`config.mk`:
```
export PLATFORM = sky130hd
export DESIGN_NAME = sb2_cabinet_io_flat
export DESIGN_NICKNAME = d
export VERILOG_FILES = /design/src/sb2_main_bus_pkg.sv /design/src/sb2_dev_if.sv /design/src/sb2_cabinet_io.sv /design/src/flat_wrapper.sv
export SDC_FILE = /design/constraint.sdc
export NUM_CORES = 1
export LEC_CHECK = 0
export CAP_MARGIN = 15
export CORE_AREA = 2 2 57 59
export DETAILED_ROUTE_END_ITERATION = 7
export DIE_AREA = 0 0 59 61
export DONT_BUFFER_PORTS = 1
export GPL_ROUTABILITY_DRIVEN = 0
export GPL_TIMING_DRIVEN = 0
export SYNTH_ARGS = -nofsm -noshare
export SYNTH_HDL_FRONTEND = slang
export SYNTH_SLANG_ARGS = --single-unit
```
`constraint.sdc`:
```
create_clock -name CLK96 -period 1.1 [get_ports CLK96]
set_input_delay 0 -clock CLK96 [delete_from_list [all_inputs] [get_ports CLK96]]
set_output_delay 0 -clock CLK96 [all_outputs]
set_load 0.01 [all_outputs]
```
`src/sb2_main_bus_pkg.sv`:
```
// shared widths, address union and region codes for the main bus
// also I/O port offsets, OKI bank bit and AXI response codes
`default_nettype none

package sb2_main_bus_pkg;

    localparam int ADDR_W = 24;  // 68k style 24-bit byte address
    localparam int DATA_W = 32;
    localparam int STRB_W = DATA_W / 8;
    localparam int OFFS_W = 20;  // offset inside a 1 MB region

    // byte address, or region nibble plus offset
    typedef union packed {
        logic [ADDR_W-1:0] raw;
        struct packed {
            logic [3:0]        region;
            logic [OFFS_W-1:0] offset;
        } fld;
    } sb2_addr_u;

    // region codes, top nibble of the address
    localparam logic [3:0] REGION_WRAM   = 4'h1;  // 0x100000
    localparam logic [3:0] REGION_PALRAM = 4'h4;  // 0x400000
    localparam logic [3:0] REGION_OKI    = 4'h5;  // 0x500000 bank latch
    localparam logic [3:0] REGION_IO     = 4'h7;  // 0x700000 cabinet

    // cabinet port byte offsets inside REGION_IO
    localparam logic [OFFS_W-1:0] PORT_JMPR = 20'h00000;
    localparam logic [OFFS_W-1:0] PORT_DSWA = 20'h00004;
    localparam logic [OFFS_W-1:0] PORT_DSWB = 20'h00008;
    localparam logic [OFFS_W-1:0] PORT_IN1  = 20'h0000C;
    localparam logic [OFFS_W-1:0] PORT_IN2  = 20'h00010;
    localparam logic [OFFS_W-1:0] PORT_SYS  = 20'h0001C;

    localparam int OKI_BANK_BIT = 4;  // wdata bit loaded into the bank latch

    localparam logic [1:0] RESP_OKAY   = 2'b00;
    localparam logic [1:0] RESP_DECERR = 2'b11;

endpackage

`default_nettype wire
```
`src/sb2_dev_if.sv`:
```
// request/acknowledge link from the AXI front end to one device group
// host drives the request side, device returns rdata and ack
`timescale 1ns/1ps
`default_nettype none

interface sb2_dev_if;

    logic                                req;     // one-cycle pulse
    logic                                we;
    logic [3:0]                          region;
    logic [sb2_main_bus_pkg::OFFS_W-1:0] offset;
    logic [sb2_main_bus_pkg::DATA_W-1:0] wdata;
    logic [sb2_main_bus_pkg::STRB_W-1:0] wstrb;
    logic [sb2_main_bus_pkg::DATA_W-1:0] rdata;   // valid with ack
    logic                                ack;     // exactly one cycle after req

    modport host (
        output req,
        output we,
        output region,
        output offset,
        output wdata,
        output wstrb,
        input  rdata,
        input  ack
    );

    modport device (
        input  req,
        input  we,
        input  region,
        input  offset,
        input  wdata,
        input  wstrb,
        output rdata,
        output ack
    );

endinterface

`default_nettype wire

```
`src/sb2_cabinet_io.sv`:
```
// cabinet input ports, DIP switch ports and OKI sample bank latch
`timescale 1ns/1ps
`default_nettype none

module sb2_cabinet_io (
    input  wire logic       CLK96,
    input  wire logic       RESET96,
    sb2_dev_if.device       bus,

    input  wire logic [9:0] joystick1,
    input  wire logic [9:0] joystick2,
    input  wire logic [1:0] start_button,
    input  wire logic [1:0] coin_input,
    input  wire logic       service,
    input  wire logic       dip_test,
    input  wire logic [7:0] dipsw_a,
    input  wire logic [7:0] dipsw_b,
    input  wire logic [7:0] dipsw_c,

    output logic            oki_bank
);

    logic [7:0]  sys_lo;
    logic [15:0] port_word;
    logic        io_read;
    logic        oki_write;

    // inputs are active high here but the board expects active low
    function automatic logic [7:0] joy_byte(input logic [9:0] j);
        return {2'b00, ~j[5], ~j[4], ~j[0], ~j[1], ~j[2], ~j[3]};
    endfunction

    assign sys_lo = {1'b0, ~start_button[1], ~start_button[0], ~coin_input[1],
                     ~coin_input[0], ~dip_test, 1'b0, ~service};

    always_comb begin
        case (bus.offset)
            sb2_main_bus_pkg::PORT_IN1:  port_word = {2{joy_byte(joystick1)}};
            sb2_main_bus_pkg::PORT_IN2:  port_word = {2{joy_byte(joystick2)}};
            sb2_main_bus_pkg::PORT_SYS:  port_word = {dipsw_c, sys_lo};  // halves differ
            sb2_main_bus_pkg::PORT_DSWA: port_word = {2{dipsw_a}};
            sb2_main_bus_pkg::PORT_DSWB: port_word = {2{dipsw_b}};
            sb2_main_bus_pkg::PORT_JMPR: port_word = {2{dipsw_c}};  // jumpers
            default:                     port_word = 16'h0000;
        endcase
    end

    assign io_read   = bus.req && !bus.we && (bus.region == sb2_main_bus_pkg::REGION_IO);
    assign oki_write = bus.req && bus.we && (bus.region == sb2_main_bus_pkg::REGION_OKI);

    always_ff @(posedge CLK96 or posedge RESET96) begin
        if (RESET96) begin
            bus.ack  <= 1'b0;
            oki_bank <= 1'b0;
        end else begin
            bus.ack <= bus.req;
            if (oki_write)
                oki_bank <= bus.wdata[sb2_main_bus_pkg::OKI_BANK_BIT];
        end
    end

    // OKI reads and IO writes answer zero
    always_ff @(posedge CLK96) begin
        if (bus.req)
            bus.rdata <= io_read ? {16'h0000, port_word} : '0;
    end

endmodule

`default_nettype wire

```
`src/flat_wrapper.sv`:
```
// flat-port wrapper written by rule: the top's interface ports become plain ports
module sb2_cabinet_io_flat 
  (CLK96, RESET96, joystick1, joystick2, start_button, coin_input, service, dip_test, dipsw_a, dipsw_b, dipsw_c, oki_bank, bus_req, bus_we, bus_region, bus_offset, bus_wdata, bus_wstrb, bus_rdata, bus_ack);
  sb2_dev_if bus_i ();
  input  wire logic CLK96;
  input  wire logic RESET96;
  input  wire logic [9:0] joystick1;
  input  wire logic [9:0] joystick2;
  input  wire logic [1:0] start_button;
  input  wire logic [1:0] coin_input;
  input  wire logic service;
  input  wire logic dip_test;
  input  wire logic [7:0] dipsw_a;
  input  wire logic [7:0] dipsw_b;
  input  wire logic [7:0] dipsw_c;
  output logic oki_bank;
  input wire logic [$bits(bus_i.req)-1:0] bus_req;
  input wire logic [$bits(bus_i.we)-1:0] bus_we;
  input wire logic [$bits(bus_i.region)-1:0] bus_region;
  input wire logic [$bits(bus_i.offset)-1:0] bus_offset;
  input wire logic [$bits(bus_i.wdata)-1:0] bus_wdata;
  input wire logic [$bits(bus_i.wstrb)-1:0] bus_wstrb;
  output wire logic [$bits(bus_i.rdata)-1:0] bus_rdata;
  output wire logic [$bits(bus_i.ack)-1:0] bus_ack;
  assign bus_i.req = bus_req;
  assign bus_i.we = bus_we;
  assign bus_i.region = bus_region;
  assign bus_i.offset = bus_offset;
  assign bus_i.wdata = bus_wdata;
  assign bus_i.wstrb = bus_wstrb;
  assign bus_rdata = bus_i.rdata;
  assign bus_ack = bus_i.ack;
  sb2_cabinet_io u_core (.CLK96(CLK96), .RESET96(RESET96), .bus(bus_i), .joystick1(joystick1), .joystick2(joystick2), .start_button(start_button), .coin_input(coin_input), .service(service), .dip_test(dip_test), .dipsw_a(dipsw_a), .dipsw_b(dipsw_b), .dipsw_c(dipsw_c), .oki_bank(oki_bank));
endmodule
```
==> impl_metrics.yaml, run 1 <==
final_layout:
  filler_cell_count: 271
  final_nets: 286
  drive_gt1_share_pct: 30.41
  regArea_um2: 530.5
  antenna_cells_inserted: 0
  post-route-cell-area_mm2: 0.001622
  synthToLayoutAreaGrowth_pct: 20.11
  multiInputGateArea_um2: 759.5
floorplan:
  die-area_mm2: 0.003599
  initial_cell_density_of_the_core_pct: 45.72
  floorplan.core_area_mm2: 0.002953
  fp-row-count: 20
  pin_count: 148
  die_x_um: 59
  die-height_um: 61
placement:
  portBuffers: 0
  placement.cell_area_mm2: 0.001481
  detailed_place_hpwl_um: 2724
critical_path:
  kind_of_capture_point_of_the_worst_setup_path: "register"
  path_class: "primary input to register"
  crit_path_top_delay_cell: "sky130_fd_sc_hd__or4_4"
  critical_path.cell_chain: "or4_4, a211oi_4, nand4_4, buf_6, a21oi_2"
  critPathTopFamily: "simple AND/OR/NAND/NOR gates"
  critPathMaxStageDelay_ns: 0.53
  critPathMaxFanout: 10
  data_required_time_at_the_worst_endpoint_ns: 1.23
  cp-start-kind: "primary input"
  worst_ep_arrival_time_ns: 1.35
  crit_buf_inv: 1
sta:
  relSlewSlack_pct: 49.78
  period_needed_ns: 1.211
  drv_slew: 0
  setup-violations-final: 16
  timing.hold.ws_ns: 0.01010
  rsz0062_at_grt: "yes"
  least_margin_pin_slew_ns: 0.7514
  setup_ws_ns: -0.1114
  maximum_clock_frequency_mhz: 825.5
  final_min_period_over_clock_period_pct: 110.1
  setup_total_negative_slack_ns: -1.250
  skew_ns: 0
  final_hold_viol_count: 0
clock_network:
  number_of_buffers_added_by_the_clock_tree_synthesis_step: 3
  htree_num_levels: 1
  cts_root_buffer: "sky130_fd_sc_hd__clkbuf_4"
  clock_tree_from_tritoncts: "yes"
  cts_num_sinks: 18
  clkTransAtPathRegs_ns: 0.09
  clock_buffer_depth: 2
  worstSkewPairLatency_ns: 0.27
routing:
  drt_pass1_iterations: 4
  drt.antenna.violating_nets: 0
  routed_wirelength_um: 3279
  routed_via_density: 5.627
  route.detailed.drc: 0
  wire_per_inst_um: 16.07
  vias: 1148
  drt_first_iter_violations: 38
synthesis:
  synth-seq-cells: 18
  post_synth_fa_ha_maj_area_fraction_pct: 0
  post_synth_main_area_contributors: "sky130_fd_sc_hd__edfxtp_1 (36%), sky130_fd_sc_hd__buf_4 (10%), sky130_fd_sc_hd__mux2_2 (5.8%), sky130_fd_sc_hd__a21oi_1 (5.6%), sky130_fd_sc_hd__nand2_1 (3.9%)"
  dominant_combinational_cell_family_by_area_after_synthesis: "compound AO/OA/AOI/OAI gates"
  post_synth.cell_area_avg_um2: 9.375
  synth.top_cell.area_share_pct: 35.59
  multiplexer_fraction_of_the_synthesized_cell_area_pct: 6.580
  synth.most_common_cell: "sky130_fd_sc_hd__buf_4"
  share_of_flip_flops_with_an_asynchronous_set_or_reset_after_synthesis_pct: 11.11
  distinct_cell_type_count_after_synthesis: 40
  post_synth_xor_area_fraction_pct: 0.6487
  synthesis.instances: 144
  synth-warning-count: 0
  dominantRegCellSynth: "sky130_fd_sc_hd__edfxtp_1"
  ys_top_cells_by_count: "sky130_fd_sc_hd__buf_4 (18), sky130_fd_sc_hd__edfxtp_1 (16), sky130_fd_sc_hd__a21oi_1 (15)"
  synth-edff-count: 16
  post_synth_and_or_nand_nor_area_fraction_pct: 17.79
  seq_area_frac_synth_pct: 39.30
  post-synth-top-area-cell: "sky130_fd_sc_hd__edfxtp_1"
  synthesis.area_mm2: 0.001350
  synth_compound_gate_area_share_pct: 21.69
power_and_ir_drop:
  p_comb_share_pct: 21.9
  switching_share_pct: 26.68
  p_leak_nw: 0.5947
  power.switching_mw: 0.3869
  ir_drop_uv: 311.2
  power_density_cells_mw_per_mm2: 894.2
  power.clock.fraction_pct: 21.6
  power_report.internal_total_mw: 1.063
  pwr-share-seq_pct: 56.5
  finalPower_mw: 1.450
global_routing:
  gr-total-overflow: 0
  grt_busiest_layer: "met2"
  grt_max_degree: 18
  grt.met2_usage_pct: 26.67
  grt_antenna_before_repair: 0
  gr_util_met1_pct: 22.69
  grt_pass1_vias: 1050
  globalRouteMet3Util_pct: 4.904
  globalRouteTotalUtil_pct: 17.49
  grt_first_pass_wirelength_um: 4705
outcome:
  failing_checks: "negative setup slack"
  result_of_the_run: "finished with violations"
min_path:
  hold_path.class: "primary input to register"
flow_run:
  drv_cap: 0
## metrics by stage
step | util (%) | cells | setup slack [ns]
finish | 54.92 | 204 | -0.1114
global placement | 50.17 | 192 | -0.4052
CTS | 53.14 | 202 | -0.1113
floorplan | - | 159 | -0.2711
global route | 54.92 | 204 | -0.1615
detailed placement | 50.17 | 192 | -0.4721
## power by group through the flow
stage	Combinational, mW	Clock [mW]	Sequential (mW)
floorplan	0.242	0	0.831
global placement	0.269	0	0.835
detailed placement	0.276	0	0.836
CTS	0.306	0.330	0.820
global route	0.346	0.354	0.825
finish	0.318	0.313	0.819
## flip-flops by register name (all words and copies together), names as in the netlist
signal / flops
u_core.bus.ack: 1
u_core.bus.rdata: 16
u_core.oki_bank: 1
## placed cells by master (no fill, tap or decap), types with 2 or more instances in the layout
| master | count |
|---|---|
| sky130_fd_sc_hd__clkbuf_4 | 3 |
| sky130_fd_sc_hd__nor2_1 | 8 |
| sky130_fd_sc_hd__a21oi_2 | 10 |
| sky130_fd_sc_hd__clkbuf_1 | 5 |
| sky130_fd_sc_hd__nor2b_1 | 2 |
| sky130_fd_sc_hd__buf_1 | 2 |
| sky130_fd_sc_hd__mux2_2 | 7 |
| sky130_fd_sc_hd__nand2_1 | 14 |
| sky130_fd_sc_hd__conb_1 | 16 |
| sky130_fd_sc_hd__inv_1 | 2 |
| sky130_fd_sc_hd__nor3b_1 | 2 |
| sky130_fd_sc_hd__nor4_1 | 2 |
| sky130_fd_sc_hd__or4_4 | 2 |
| sky130_fd_sc_hd__nand3_1 | 7 |
| sky130_fd_sc_hd__o22ai_1 | 5 |
| sky130_fd_sc_hd__dfrtp_1 | 2 |
| sky130_fd_sc_hd__o21ai_0 | 7 |
| sky130_fd_sc_hd__edfxtp_1 | 16 |
| sky130_fd_sc_hd__a22oi_1 | 5 |
| sky130_fd_sc_hd__buf_4 | 20 |
| sky130_fd_sc_hd__dlygate4sd3_1 | 5 |
| sky130_fd_sc_hd__a21oi_1 | 7 |
## kinds of logic (layout without fill, tap and decap cells)
family,after synthesis,in the layout
AND/OR/NAND/NOR,44,44
AO/OA/AOI/OAI,43,43
buffers and inverters,29,41
flip-flops,18,18
multiplexers,8,8
other,1,16
XOR/XNOR,1,1
## worst paths after layout
kind                                        to            start  slack (ns)  cells after the start
max                        u_core.bus.rdata[5]   bus_offset[14]       -0.11                      5
min                        u_core.bus.rdata[9]       dipsw_c[1]        0.01                      2
max reg2reg                    u_core.oki_bank  u_core.oki_bank        0.31                      1
min reg2reg                    u_core.oki_bank  u_core.oki_bank        0.59                      1
max in group asynchronous      u_core.oki_bank          RESET96        0.43                      3
min in group asynchronous       u_core.bus.ack          RESET96        0.55                      3
## layout make-up
type,instances,share of cell area (%)
clock buffer,4,1.620
sequential,18,32.72
timing repair buffer,8,4.784
multi-input combinational,112,46.84
inverter,2,0.4630
buffer,27,11.03
tap,33,2.546
## routing by layer
metal  wire [um]  vias up
li1            -      559
met1        1344      508
met2        1553       75
met3         329        6
met4          53        0
met5           0        -
## timing repair
action,CTS,global route
hold buffers,6,0
setup buffers,0,2
endpoints found under the hold margin,21,0
gates cloned,0,0
setup endpoints to repair,14,32
resized for setup,1,6
Power figures use the tool's default switching activity.
==> inputs of run 2 (changes only) <==
--- a/config.mk
+++ b/config.mk
@@ -7,3 +7,3 @@
 export LEC_CHECK = 0
-export CAP_MARGIN = 15
+export CAP_MARGIN = 5
 export CORE_AREA = 2 2 57 59
==> constraint.sdc (replaced) <==
create_clock -name CLK96 -period 1.1 [get_ports CLK96]
set_input_delay 0.33 -clock CLK96 [delete_from_list [all_inputs] [get_ports CLK96]]
set_output_delay 0.33 -clock CLK96 [all_outputs]
set_load 0.01 [all_outputs]
==> impl_metrics.yaml, run 2 (synthesis results as in run 1) <==
routing:
  route.detailed.drc: 0
  wire_per_inst_um: 16.05
  routed_wirelength_um: 3193
  routed_via_density: 5.623
  drt_first_iter_violations: 44
  drt.antenna.violating_nets: 0
  drt_pass1_iterations: 4
  vias: 1119
global_routing:
  gr-total-overflow: 0
  grt_antenna_before_repair: 0
  grt_first_pass_wirelength_um: 4560
  globalRouteTotalUtil_pct: 17.05
  grt_max_degree: 19
  grt_pass1_vias: 989
critical_path:
  crit_path_top_delay_cell: "sky130_fd_sc_hd__or4_4"
  path_class: "primary input to register"
  kind_of_capture_point_of_the_worst_setup_path: "register"
  worst_r2r_endpoint: "u_core.oki_bank"
  critPathMaxStageDelay_ns: 0.53
  regToRegSetupSlack_ns: 0.31
  critPathMaxFanout: 6
  worst_ep_arrival_time_ns: 1.70
  data_required_time_at_the_worst_endpoint_ns: 1.24
  timing.reg2reg.worst_path_depth: 1
  cp-start-kind: "primary input"
  regToRegStartpoint: "u_core.oki_bank"
  critical_path.cell_chain: "or4_4, a211oi_4, nand4_4, buf_4, a31oi_4"
sta:
  timing.hold.ws_ns: 0.07055
  final_min_period_over_clock_period_pct: 142.7
  least_margin_pin_slew_ns: 0.7659
  drv_slew: 0
  skew_ns: 0
  rsz0062_at_grt: "yes"
  relSlewSlack_pct: 48.81
  maximum_clock_frequency_mhz: 637.2
  final_hold_viol_count: 0
  setup_ws_ns: -0.4694
  period_needed_ns: 1.569
  setup-violations-final: 16
clock_network:
  cts_num_sinks: 18
  clock_buffer_depth: 2
  worstSkewPairLatency_ns: 0.28
  number_of_buffers_added_by_the_clock_tree_synthesis_step: 3
  cts_root_buffer: "sky130_fd_sc_hd__clkbuf_4"
  clkTransAtPathRegs_ns: 0.09
  htree_num_levels: 1
  clock_tree_from_tritoncts: "yes"
final_layout:
  layout_commonest_cell: "sky130_fd_sc_hd__buf_4"
  finalNonFillerCells: 199
  most_frequent_cells_in_the_layout: "sky130_fd_sc_hd__buf_4 (20), sky130_fd_sc_hd__conb_1 (16), sky130_fd_sc_hd__edfxtp_1 (16), sky130_fd_sc_hd__nand2_1 (14), sky130_fd_sc_hd__a21oi_2 (11)"
  finished_core_util_pct: 53.35
  antenna_cells_inserted: 0
  drive_gt1_share_pct: 31.93
  top_regs: "u_core.bus.rdata: 16 flops, u_core.bus.ack: 1 flops, u_core.oki_bank: 1 flops"
  registers.top_by_ff_count: "u_core.bus.rdata"
  final_nets: 281
  largest_reg_flops: 16
  post-route-cell-area_mm2: 0.001575
  synthToLayoutAreaGrowth_pct: 16.68
floorplan:
  die_x_um: 59
  die-area_mm2: 0.003599
  fp-row-count: 20
  initial_cell_density_of_the_core_pct: 45.72
  die-height_um: 61
  floorplan.core_area_mm2: 0.002953
  pin_count: 148
flow_run:
  drv_cap: 0
min_path:
  hold_path.class: "primary input to register"
  min-delay-start: "bus_req"
  hold-path-cell-count: 0
  hold_crit_endpoint: "u_core.bus.ack"
placement:
  detailed_place_hpwl_um: 2730
  placement.cell_area_mm2: 0.001486
  place.detailed.instances: 192
  portBuffers: 0
power_and_ir_drop:
  power_density_cells_mw_per_mm2: 902.7
  ir_drop_uv: 302.4
  p_leak_nw: 0.5669
outcome:
  result_of_the_run: "finished with violations"
  failing_checks: "negative setup slack"
[run 2: power breakdown]
| group | switching [mW] | internal, mW | total, mW |
|---|---|---|---|
| clock network | 0.181 | 0.131 | 0.312 |
| logic | 0.164 | 0.127 | 0.291 |
| registers | 0.0355 | 0.783 | 0.819 |
| total | 0.380 | 1.04 | 1.42 |
[run 2: how the worst max path moves through the flow]
stage,cells after the start,startpoint,slack [ns],end
floorplan,5,bus_offset[14],-0.60,u_core.bus.rdata[14]
global placement,6,bus_offset[3],-0.74,u_core.bus.rdata[4]
detailed placement,6,bus_offset[3],-0.80,u_core.bus.rdata[12]
CTS,4,bus_offset[14],-0.45,u_core.bus.rdata[7]
global route,5,bus_offset[14],-0.52,u_core.bus.rdata[6]
finish,5,bus_offset[14],-0.47,u_core.bus.rdata[15]
[run 2: area by class of cell]
class | count | area (um^2)
Timing Repair Buffer | 3 | 25.02
Inverter | 2 | 7.507
Sequential cell | 18 | 530.5
Fill cell | 286 | 1378
Clock inverter | 1 | 3.754
Multi-Input combinational cell | 112 | 762.0
Buffer | 27 | 182.7
Tap cell | 33 | 41.29
Clock buffer | 3 | 22.52
[run 2: metrics by stage]
step	setup TNS [ns]	setup WS, ns	power, mW
after global placement	-11.29	-0.7409	1.106
after floorplan	-9.233	-0.6011	1.073
final	-7.137	-0.4694	1.422
after CTS	-6.938	-0.4540	1.426
after global routing	-7.886	-0.5177	1.495
after detailed placement	-11.99	-0.7973	1.111
[run 2: per-layer routing]
metal	vias to the layer above	GRT usage [%]	wire, um
li1	549	-	-
met5	-	0	0
met4	0	8.117	36
met2	66	27.30	1547
met3	4	3.838	330
met1	500	21.90	1278
[run 2: timing repair]
| item | 4_1_cts | 5_1_grt |
|---|---|---|
| pin swaps | 0 | 0 |
| endpoints found under the setup margin | 16 | 16 |
| buffers inserted | 1 | 1 |
| resized for setup | 2 | 5 |
| hold buffers | 1 | 0 |
| hold endpoints to repair | 2 | 0 |
| cloned | 0 | 0 |
[run 2: critical path: cells and delay by family]
| kind | cells | cell delay, ns |
|---|---|---|
| buffers and inverters | 1 | 0.22 |
| AOI/OAI and AO/OA | 2 | 0.42 |
| and+or+nand+nor | 2 | 0.74 |
