[src/sb2_main_bus_pkg.sv]
// shared widths, address union and region codes for the main bus
// also I/O port offsets, OKI bank bit and AXI response codes
`default_nettype none

package sb2_main_bus_pkg;

    localparam int ADDR_W = 24;  // 68k style 24-bit byte address
    localparam int DATA_W = 32;
    localparam int STRB_W = DATA_W / 8;
    localparam int OFFS_W = 20;  // offset inside a 1 MB region

    // byte address, or region nibble plus offset
    typedef union packed {
        logic [ADDR_W-1:0] raw;
        struct packed {
            logic [3:0]        region;
            logic [OFFS_W-1:0] offset;
        } fld;
    } sb2_addr_u;

    // region codes, top nibble of the address
    localparam logic [3:0] REGION_WRAM   = 4'h1;  // 0x100000
    localparam logic [3:0] REGION_PALRAM = 4'h4;  // 0x400000
    localparam logic [3:0] REGION_OKI    = 4'h5;  // 0x500000 bank latch
    localparam logic [3:0] REGION_IO     = 4'h7;  // 0x700000 cabinet

    // cabinet port byte offsets inside REGION_IO
    localparam logic [OFFS_W-1:0] PORT_JMPR = 20'h00000;
    localparam logic [OFFS_W-1:0] PORT_DSWA = 20'h00004;
    localparam logic [OFFS_W-1:0] PORT_DSWB = 20'h00008;
    localparam logic [OFFS_W-1:0] PORT_IN1  = 20'h0000C;
    localparam logic [OFFS_W-1:0] PORT_IN2  = 20'h00010;
    localparam logic [OFFS_W-1:0] PORT_SYS  = 20'h0001C;

    localparam int OKI_BANK_BIT = 4;  // wdata bit loaded into the bank latch

    localparam logic [1:0] RESP_OKAY   = 2'b00;
    localparam logic [1:0] RESP_DECERR = 2'b11;

endpackage

`default_nettype wire
[src/sb2_dev_if.sv]
// request/acknowledge link from the AXI front end to one device group
// host drives the request side, device returns rdata and ack
`timescale 1ns/1ps
`default_nettype none

interface sb2_dev_if;

    logic                                req;     // one-cycle pulse
    logic                                we;
    logic [3:0]                          region;
    logic [sb2_main_bus_pkg::OFFS_W-1:0] offset;
    logic [sb2_main_bus_pkg::DATA_W-1:0] wdata;
    logic [sb2_main_bus_pkg::STRB_W-1:0] wstrb;
    logic [sb2_main_bus_pkg::DATA_W-1:0] rdata;   // valid with ack
    logic                                ack;     // exactly one cycle after req

    modport host (
        output req,
        output we,
        output region,
        output offset,
        output wdata,
        output wstrb,
        input  rdata,
        input  ack
    );

    modport device (
        input  req,
        input  we,
        input  region,
        input  offset,
        input  wdata,
        input  wstrb,
        output rdata,
        output ack
    );

endinterface

`default_nettype wire

[src/sb2_axi_frontend.sv]
// AXI4-Lite slave for the main CPU side
// one transaction at a time, region decode, one device request per access
`timescale 1ns/1ps
`default_nettype none

module sb2_axi_frontend (
    input  wire logic                                clk96,
    input  wire logic                                reset96,

    input  wire logic [sb2_main_bus_pkg::ADDR_W-1:0] s_axi_awaddr,
    input  wire logic                                s_axi_awvalid,
    output logic                                     s_axi_awready,
    input  wire logic [sb2_main_bus_pkg::DATA_W-1:0] s_axi_wdata,
    input  wire logic [sb2_main_bus_pkg::STRB_W-1:0] s_axi_wstrb,
    input  wire logic                                s_axi_wvalid,
    output logic                                     s_axi_wready,
    output logic [1:0]                               s_axi_bresp,
    output logic                                     s_axi_bvalid,
    input  wire logic                                s_axi_bready,
    input  wire logic [sb2_main_bus_pkg::ADDR_W-1:0] s_axi_araddr,
    input  wire logic                                s_axi_arvalid,
    output logic                                     s_axi_arready,
    output logic [sb2_main_bus_pkg::DATA_W-1:0]      s_axi_rdata,
    output logic [1:0]                               s_axi_rresp,
    output logic                                     s_axi_rvalid,
    input  wire logic                                s_axi_rready,

    sb2_dev_if.host                                  ram,
    sb2_dev_if.host                                  io
);

    localparam logic [1:0] S_IDLE = 2'd0;
    localparam logic [1:0] S_REQ  = 2'd1;  // issue device request
    localparam logic [1:0] S_WAIT = 2'd2;  // wait for ack
    localparam logic [1:0] S_RESP = 2'd3;  // hold response until taken

    logic [1:0]                          state;
    sb2_main_bus_pkg::sb2_addr_u         addr_q;
    logic                                we_q;
    logic [sb2_main_bus_pkg::DATA_W-1:0] wdata_q;
    logic [sb2_main_bus_pkg::STRB_W-1:0] wstrb_q;
    logic [sb2_main_bus_pkg::DATA_W-1:0] rdata_q;
    logic [1:0]                          resp_q;
    logic                                rd_acc;
    logic                                wr_acc;
    logic                                sel_ram;
    logic                                sel_io;
    logic                                dev_ack;

    // reads win when both channels are pending
    assign rd_acc = (state == S_IDLE) && s_axi_arvalid;
    assign wr_acc = (state == S_IDLE) && !s_axi_arvalid && s_axi_awvalid && s_axi_wvalid;

    assign s_axi_arready = rd_acc;
    assign s_axi_awready = wr_acc;
    assign s_axi_wready  = wr_acc;

    assign sel_ram = (addr_q.fld.region == sb2_main_bus_pkg::REGION_WRAM) ||
                     (addr_q.fld.region == sb2_main_bus_pkg::REGION_PALRAM);
    assign sel_io  = (addr_q.fld.region == sb2_main_bus_pkg::REGION_OKI) ||
                     (addr_q.fld.region == sb2_main_bus_pkg::REGION_IO);
    assign dev_ack = ram.ack | io.ack;

    assign ram.req    = (state == S_REQ) && sel_ram;
    assign ram.we     = we_q;
    assign ram.region = addr_q.fld.region;
    assign ram.offset = addr_q.fld.offset;
    assign ram.wdata  = wdata_q;
    assign ram.wstrb  = wstrb_q;

    assign io.req     = (state == S_REQ) && sel_io;
    assign io.we      = we_q;
    assign io.region  = addr_q.fld.region;
    assign io.offset  = addr_q.fld.offset;
    assign io.wdata   = wdata_q;
    assign io.wstrb   = wstrb_q;

    always_ff @(posedge clk96 or posedge reset96) begin
        if (reset96) begin
            state        <= S_IDLE;
            s_axi_bvalid <= 1'b0;
            s_axi_rvalid <= 1'b0;
        end else begin
            case (state)
                S_IDLE: if (rd_acc || wr_acc) state <= S_REQ;
                S_REQ: begin
                    if (sel_ram || sel_io) begin
                        state <= S_WAIT;
                    end else begin
                        // unmapped region answers straight away
                        state        <= S_RESP;
                        s_axi_bvalid <= we_q;
                        s_axi_rvalid <= !we_q;
                    end
                end
                S_WAIT: begin
                    if (dev_ack) begin
                        state        <= S_RESP;
                        s_axi_bvalid <= we_q;
                        s_axi_rvalid <= !we_q;
                    end
                end
                default: begin
                    if ((s_axi_bvalid && s_axi_bready) || (s_axi_rvalid && s_axi_rready)) begin
                        state        <= S_IDLE;
                        s_axi_bvalid <= 1'b0;
                        s_axi_rvalid <= 1'b0;
                    end
                end
            endcase
        end
    end

    // address, write data and response payload
    always_ff @(posedge clk96) begin
        if (rd_acc || wr_acc) begin
            addr_q.raw <= rd_acc ? s_axi_araddr : s_axi_awaddr;
            we_q       <= wr_acc;
            wdata_q    <= s_axi_wdata;
            wstrb_q    <= s_axi_wstrb;
        end
        if (state == S_REQ && !(sel_ram || sel_io)) begin
            rdata_q <= '0;
            resp_q  <= sb2_main_bus_pkg::RESP_DECERR;
        end else if (state == S_WAIT && dev_ack) begin
            rdata_q <= ram.ack ? ram.rdata : io.rdata;
            resp_q  <= sb2_main_bus_pkg::RESP_OKAY;
        end
    end

    assign s_axi_rdata = rdata_q;
    assign s_axi_rresp = resp_q;
    assign s_axi_bresp = resp_q;

endmodule

`default_nettype wire

[src/flat_wrapper.sv]
// flat-port wrapper written by rule: the top's interface ports become plain ports
module sb2_axi_frontend_flat 
  (clk96, reset96, s_axi_awaddr, s_axi_awvalid, s_axi_awready, s_axi_wdata, s_axi_wstrb, s_axi_wvalid, s_axi_wready, s_axi_bresp, s_axi_bvalid, s_axi_bready, s_axi_araddr, s_axi_arvalid, s_axi_arready, s_axi_rdata, s_axi_rresp, s_axi_rvalid, s_axi_rready, ram_req, ram_we, ram_region, ram_offset, ram_wdata, ram_wstrb, ram_rdata, ram_ack, io_req, io_we, io_region, io_offset, io_wdata, io_wstrb, io_rdata, io_ack);
  sb2_dev_if ram_i ();
  sb2_dev_if io_i ();
  input  wire logic clk96;
  input  wire logic reset96;
  input  wire logic [sb2_main_bus_pkg::ADDR_W-1:0] s_axi_awaddr;
  input  wire logic s_axi_awvalid;
  output logic s_axi_awready;
  input  wire logic [sb2_main_bus_pkg::DATA_W-1:0] s_axi_wdata;
  input  wire logic [sb2_main_bus_pkg::STRB_W-1:0] s_axi_wstrb;
  input  wire logic s_axi_wvalid;
  output logic s_axi_wready;
  output logic [1:0] s_axi_bresp;
  output logic s_axi_bvalid;
  input  wire logic s_axi_bready;
  input  wire logic [sb2_main_bus_pkg::ADDR_W-1:0] s_axi_araddr;
  input  wire logic s_axi_arvalid;
  output logic s_axi_arready;
  output logic [sb2_main_bus_pkg::DATA_W-1:0] s_axi_rdata;
  output logic [1:0] s_axi_rresp;
  output logic s_axi_rvalid;
  input  wire logic s_axi_rready;
  output wire logic [$bits(ram_i.req)-1:0] ram_req;
  output wire logic [$bits(ram_i.we)-1:0] ram_we;
  output wire logic [$bits(ram_i.region)-1:0] ram_region;
  output wire logic [$bits(ram_i.offset)-1:0] ram_offset;
  output wire logic [$bits(ram_i.wdata)-1:0] ram_wdata;
  output wire logic [$bits(ram_i.wstrb)-1:0] ram_wstrb;
  input wire logic [$bits(ram_i.rdata)-1:0] ram_rdata;
  input wire logic [$bits(ram_i.ack)-1:0] ram_ack;
  output wire logic [$bits(io_i.req)-1:0] io_req;
  output wire logic [$bits(io_i.we)-1:0] io_we;
  output wire logic [$bits(io_i.region)-1:0] io_region;
  output wire logic [$bits(io_i.offset)-1:0] io_offset;
  output wire logic [$bits(io_i.wdata)-1:0] io_wdata;
  output wire logic [$bits(io_i.wstrb)-1:0] io_wstrb;
  input wire logic [$bits(io_i.rdata)-1:0] io_rdata;
  input wire logic [$bits(io_i.ack)-1:0] io_ack;
  assign ram_req = ram_i.req;
  assign ram_we = ram_i.we;
  assign ram_region = ram_i.region;
  assign ram_offset = ram_i.offset;
  assign ram_wdata = ram_i.wdata;
  assign ram_wstrb = ram_i.wstrb;
  assign ram_i.rdata = ram_rdata;
  assign ram_i.ack = ram_ack;
  assign io_req = io_i.req;
  assign io_we = io_i.we;
  assign io_region = io_i.region;
  assign io_offset = io_i.offset;
  assign io_wdata = io_i.wdata;
  assign io_wstrb = io_i.wstrb;
  assign io_i.rdata = io_rdata;
  assign io_i.ack = io_ack;
  sb2_axi_frontend u_core (.clk96(clk96), .reset96(reset96), .s_axi_awaddr(s_axi_awaddr), .s_axi_awvalid(s_axi_awvalid), .s_axi_awready(s_axi_awready), .s_axi_wdata(s_axi_wdata), .s_axi_wstrb(s_axi_wstrb), .s_axi_wvalid(s_axi_wvalid), .s_axi_wready(s_axi_wready), .s_axi_bresp(s_axi_bresp), .s_axi_bvalid(s_axi_bvalid), .s_axi_bready(s_axi_bready), .s_axi_araddr(s_axi_araddr), .s_axi_arvalid(s_axi_arvalid), .s_axi_arready(s_axi_arready), .s_axi_rdata(s_axi_rdata), .s_axi_rresp(s_axi_rresp), .s_axi_rvalid(s_axi_rvalid), .s_axi_rready(s_axi_rready), .ram(ram_i), .io(io_i));
endmodule
[config.mk]
export PLATFORM = sky130hd
export DESIGN_NAME = sb2_axi_frontend_flat
export DESIGN_NICKNAME = d
export VERILOG_FILES = /design/src/sb2_main_bus_pkg.sv /design/src/sb2_dev_if.sv /design/src/sb2_axi_frontend.sv /design/src/flat_wrapper.sv
export SDC_FILE = /design/constraint.sdc
export NUM_CORES = 1
export LEC_CHECK = 0
export BUFFER_PORTS_ARGS = -buffer_cell sky130_fd_sc_hd__buf_2
export CORE_AREA = 2 2 125 127
export DETAILED_ROUTE_END_ITERATION = 12
export DIE_AREA = 0 0 127 129
export HOLD_SLACK_MARGIN = 0.06
export PLACE_DENSITY = 0.75
export SLEW_MARGIN = 20
export SYNTH_ARGS = -nofsm -noshare
export SYNTH_HDL_FRONTEND = slang
export SYNTH_SLANG_ARGS = --single-unit
[constraint.sdc]
create_clock -name clk96 -period 2.75 [get_ports clk96]
set_input_delay 0.55 -clock clk96 [delete_from_list [all_inputs] [get_ports clk96]]
set_output_delay 0.55 -clock clk96 [all_outputs]
set_load 0.05 [all_outputs]
==> metrics.txt, run 1 <==
Synth async-reset ratio=4.08%; initial antenna violation count=4; # H-tree levels=3; HPWL after detailed placement=9890 um; Reg-to-Reg Start=u_core.state[0]$_DFFE_PP0P_; Final setup viols=0; gr usage total=14.5%; number of flops mapped to enable cells by yosys=61; Hold Path Sink=u_core.io.wdata[14]$_DFFE_PP_; vias=3,451; pin count of the biggest net entering global routing=66; RSZ-0062 raised after global routing=no; reg2reg path depth=6; Die W=127 um; LEAKAGE=0.00295 uW; adder-cell area share of the yosys netlist=1.33%; CTS Buffer Depth=2; post-synthesis xor/xnor area fraction=0.191%; Worst Path Arrival=1.85 ns; root buf cell=clkbuf_16; Yosys reg bits=98; area fraction of the dominant cell type after synthesis=39.9%; post-synthesis compound-gate area fraction=10.1%; Reg clk slew, reported paths=0.08 ns; synthesized netlist cell count=341; Least-Margin Pin Slew=0.586 ns; reg-to-reg slack, setup=0.64 ns; crit start category=flip-flop; RR Endpoint=u_core.io.wdata[11]$_DFFE_PP_; Rows=45; Slew HR=61.0%; area post-placement=5930 um2; Mapped Avg Cell Area=13.5 um2; CP Max Fanout=11; core area=15,000 um2; Final Critical Period=2.40 ns; Syn-to-layout area delta=35.9%; outcome=completed; sequential share of the synthesized area=56.4%; post-layout net count=760; Iter 0 DRT Violations=103; ys flop type=edfxtp_1; Fillers=1,440; PwrDens=1310 nW/um2; layout cell share with drive strength beyond 1=67.2%; grt total ovfl=0; effective utilization at floorplan=30.7%; Yosys Warn Count=0; die area=16,400 um2; TritonCTS buffer count=9; Clock Sinks=98; worst-skew pair later-pin latency=0.35 ns; first-pass GRT wire length=17,800 um; Via-to-Cell Ratio=4.34; fin util=41.7%; average wire per standard cell=15.4 um; Buffers on Ports=321; max-slew violations=0; Worst Hold Path Cells=1; Yosys top cell by area=edfxtp_1; dominant cells by area after synthesis=edfxtp_1 40%, dfxtp_1 14%, buf_4 11%, a211oi_2 8.4%, mux2i_1 7.4%; crit path capture type=primary output; cell area after layout=6240 um2; mapped cell area=4590 um2; mux cell area share after synthesis=13.9%; # DRC=0; Final period util=87.1%; maxcap violations=0; most frequent cell after synthesis=buf_4; Clock Skews=0.00892 ns; Post-synth top cells=65 x buf_4, 61 x edfxtp_1, 34 x mux2i_1; final hold vios=0; simple-gate share of the synthesized area=4.63%; I/O pin cnt=322; CP required=2.20 ns; DRT antenna net count=0; max frequency=0.417 GHz; CTS tree=built; drt first pass iters=4; largest family of logic cells by synthesized area=multiplexers; Worst IR Drop VDD=0.547 mV; setup bufs post-CTS=0; Yosys cell types=32; Min-Delay Path Class=input pin to flip-flop; worst hold path startpoint=s_axi_wdata[14]; wirelength, routed=12,300 um; Worst Setup Path Type=flip-flop to primary output; syn_nets=502; Setup TNS=0 ns; vias in the first global route=3,346; GPL Wtd Cong=0.806; post-cts resize count=0; Die H=129 um
cell families (layout without fill, tap and decap cells):
| group | Yosys count | count (layout) |
|---|---|---|
| compound gates | 39 | 39 |
| xor+xnor | 1 | 1 |
| fa+ha+maj | 5 | 5 |
| buf+inv | 90 | 353 |
| flops | 98 | 98 |
| mux | 60 | 60 |
| other cells | 0 | 3 |
| simple gates | 48 | 48 |
per-stage QoR:
stage | std cells | hold WS (ns) | total power, uW | setup WS [ns]
global route | 792 | 0.351 | 8580 | 0.176
CTS | 792 | 0.353 | 8260 | 0.311
floorplan | 341 | 0.316 | 6250 | 0.329
detailed placement | 775 | 0.439 | 6990 | 0.632
finish | 795 | 0.373 | 8160 | 0.354
global placement | 775 | 0.435 | 6940 | 0.687
worst max-delay path, cell delays in order, from the launching register on:
cell and delay, ns:
dfrtp_1 0.40, inv_1 0.10, ha_1 0.24, nand2_1 0.34, inv_1 0.14, buf_2 0.27
flip-flops by register name, summed over array words and instances, names as in the netlist:
register and count:
u_core.addr_q 24, u_core.io.we 1, u_core.io.wstrb 4, u_core.s_axi_rdata 32, u_core.state 2, u_core.s_axi_rvalid 1, u_core.io.wdata 32, u_core.s_axi_bvalid 1
u_core.s_axi_bresp 1
worst max path at each step:
stage                                startpoint                             to  slack, ns
floorplan           u_core.state[0]$_DFFE_PP0P_     u_core.addr_q[0]$_DFFE_PP_       0.33
global placement    u_core.state[0]$_DFFE_PP0P_   u_core.io.wstrb[2]$_DFFE_PP_       0.69
detailed placement  u_core.state[0]$_DFFE_PP0P_  u_core.io.wdata[11]$_DFFE_PP_       0.63
CTS                 u_core.state[0]$_DFFE_PP0P_                  s_axi_arready       0.31
global route        u_core.state[0]$_DFFE_PP0P_                  s_axi_arready       0.18
finish              u_core.state[0]$_DFFE_PP0P_                  s_axi_arready       0.35
power by group:
part,internal [uW],switching [uW],leakage [uW]
Combinational,1170,3340,0.00191
Clock,641,600,0.000144
Sequential,2140,273,0.000892
area by class of cell:
type,count,area [um2],share of cell area [%]
tap,188,235,3.77
multi-input combinational,153,1390,22.3
antenna,3,7.51,0.120
clock inverter,7,71.3,1.14
inverter,9,33.8,0.541
sequential,98,2590,41.5
clock buffer,9,225,3.61
timing repair buffer,328,1690,27.0
cell usage in the layout, fill, tap and decap left out, types with 2 or more instances in the layout:
| cell type | n |
|---|---|
| ha_1 | 4 |
| diode_2 | 3 |
| dfrtp_1 | 4 |
| mux2i_1 | 34 |
| nor2_1 | 33 |
| nand2_1 | 3 |
| inv_1 | 9 |
| edfxtp_1 | 61 |
| mux2_2 | 25 |
| buf_4 | 4 |
| inv_8 | 3 |
| buf_2 | 321 |
| clkbuf_16 | 9 |
| dfxtp_1 | 33 |
| nor2b_1 | 2 |
| a211oi_2 | 31 |
| nor3_1 | 3 |
| buf_12 | 2 |
| a211oi_1 | 2 |
layer usage:
layer | part of all wire, % | vias up | GRT usage [%]
met1 | 36 | 1583 | 15.3
li1 | - | 1672 | -
met4 | 1.5 | 0 | 5.75
met2 | 54 | 182 | 26.9
met5 | 0 | - | 0
met3 | 8.3 | 14 | 4.66
timing repair:
action / in CTS / in global routing
hold endpoints to repair: 4 / 0
endpoints found under the setup margin: 0 / 0
hold buffers: 1 / 0
(Power assumes the default switching activity.)
==> inputs of run 2 (changes only) <==
- REMOVE_ABC_BUFFERS: default -> 1
==> metrics.txt, run 2 (synthesized netlist as in run 1, its figures left out) <==
outcome=completed; Psw=4220 uW (+0.12%); Min-Delay Path Class=input pin to asynchronous set/reset pin; Bufs and invs on worst path=3 (unchanged); Min Hold Slack=0.0934 ns (-0.280 ns); Reg-to-Reg Start=u_core.state[0]$_DFFE_PP0P_; sequential power share=29.0% (-0.6 points); Worst Path Arrival=1.87 ns (+0.02 ns); hold buffer count at cts=0 (-1); CTS tree=built; Via-to-Cell Ratio=4.35 (+0.11%); Combinational Power Share=54.9% (-0.3 points); Slew HR=60.8% (-0.16 points); grt total ovfl=0 (unchanged); average wire per standard cell=15.2 um (-1.6%); CP peak stage delay=0.40 ns (about the same); worst-skew pair later-pin latency=0.34 ns (about the same); Die H=129 um (unchanged); reg2reg path depth=5 (-1); Iter 0 DRT Violations=174 (+69%); Net Sw Frac=51.1% (-0.54 points); Setup WS pre-CTS=0.610 ns (-0.0222 ns); core area=15,000 um2 (unchanged); Worst Setup Path Type=flip-flop to primary output; Rows=45 (unchanged); DRT antenna net count=0 (unchanged); pin count of the biggest net entering global routing=52 (-21%); post-layout net count=759 (-0.13%); Reg clk slew, reported paths=0.07 ns (about the same); final hold vios=0 (unchanged); # H-tree levels=3 (unchanged); post-cts resize count=0 (unchanged); HPWL after detailed placement=9530 um (-3.6%); CTS Buffer Depth=2 (unchanged); setup bufs post-CTS=0 (unchanged); Clock Sinks=98 (unchanged); met3 Track Usage GR=5.41% (+0.75 points); maxcap violations=0 (unchanged); leading cell type in the layout, fill and taps excluded=buf_2; Slowest-stage cell, CP=dfrtp_1; wirelength, routed=12,000 um (-1.9%); CP required=2.20 ns (about the same); max frequency=0.413 GHz (-0.94%); effective utilization at floorplan=30.7% (unchanged); Crit path max-delay family=buffers and inverters; crit start category=flip-flop; layout cell share with drive strength beyond 1=67.3% (+0.11 points); clock network fraction of total power=16.1% (+0.9 points); Cell Chain, Critical Path=inv_1, ha_1, nand2_1, inv_1, buf_2; vias=3,446 (-0.14%); max-slew violations=0 (unchanged); Fillers=1,435 (-0.35%); LEAKAGE=0.00295 uW (+0.20%); Buffers on Ports=321 (unchanged); first-pass GRT wire length=17,200 um (-3.5%); Final setup viols=0 (unchanged); met1 GRT Util=17.6% (+2.3 points); TritonCTS buffer count=9 (unchanged); CP most frequent cell=inv_1; gr usage total=13.9% (-0.62 points); internal power=4040 uW (+2.3%); GR met2 Demand/Resource=22.5% (-4.5 points); I/O pin cnt=322 (unchanged); initial antenna violation count=3 (-1); RR Endpoint=u_core.addr_q[8]$_DFFE_PP_; RSZ-0062 raised after global routing=no; GPL Wtd Cong=0.786 (-2.5%); Syn-to-layout area delta=35.9% (about the same); most frequent cells in the layout=321 x buf_2, 61 x edfxtp_1, 34 x mux2i_1; Worst IR Drop VDD=0.864 mV (+58%); Die W=127 um (unchanged); Final period util=88.0% (+0.83 points); root buf cell=clkbuf_16; reg-to-reg slack, setup=0.63 ns (about the same); register area=2590 um2 (unchanged); area of the multi-input gates=1390 um2 (-0.36%); CP Max Fanout=8 (-3); Least-Margin Pin Slew=0.588 ns (+0.00237 ns); setup ws final=0.331 ns (-0.0227 ns); # DRC=0 (unchanged); PwrDens=1320 nW/um2 (+1.2%); crit path capture type=primary output; grt peak-use layer=met2; vias in the first global route=3,274 (-2.2%); die area=16,400 um2 (unchanged); drt first pass iters=4 (unchanged); Critical path origin=u_core.state[0]$_DFFE_PP0P_; Clock Skews=0.00517 ns (-0.00375 ns); Final Critical Period=2.42 ns (+0.0227 ns)
run 2: power by group through the flow:
stage / clock network, uW / registers, uW / logic, uW
after floorplan: 0 / 4690 / 1220
after global placement: 0 / 2420 / 4510
after detailed placement: 0 / 2420 / 4570
after CTS: 1380 / 2400 / 4580
after global routing: 1430 / 2460 / 4760
final: 1320 / 2390 / 4540
run 2: through the flow:
step                instances  utilization (%)  total power, uW  instance area, um2  setup TNS (ns)
floorplan                 260                -             5910                4010          -62.06
global placement          775             39.6             6930                5920               0
detailed placement        775             39.6             7000                5920               0
CTS                       791             41.7             8360                6240               0
global route              792             41.7             8650                6240               0
finish                    793             41.7             8250                6240               0
run 2: worst max path at each step:
stage	slack, ns	end	depth (start not counted)
after global routing	0.21	s_axi_arready	5
after floorplan	-1.02	u_core.addr_q[0]$_DFFE_PP_	5
final	0.33	s_axi_arready	5
after CTS	0.30	s_axi_arready	5
after detailed placement	0.61	u_core.addr_q[8]$_DFFE_PP_	5
after global placement	0.71	u_core.addr_q[12]$_DFFE_PP_	5
run 2: layer usage:
layer,vias to the layer above,routed length (um)
li1,1674,-
met1,1619,5120
met2,143,5860
met3,8,930
met4,2,116
met5,-,7
run 2: cell type report:
class | count | area share, %
clock buffer | 9 | 3.61
inverter | 9 | 0.541
tap | 188 | 3.77
sequential | 98 | 41.5
antenna | 2 | 0.0801
multi-input combinational | 153 | 22.2
timing repair buffer | 327 | 26.8
clock inverter | 7 | 1.44
run 2: worst register-to-register path, stage by stage, from the launching register on:
cell	delay, ns
dfrtp_1	0.38
inv_1	0.08
ha_1	0.28
nand2_1	0.39
buf_4	0.36
mux2_2	0.38
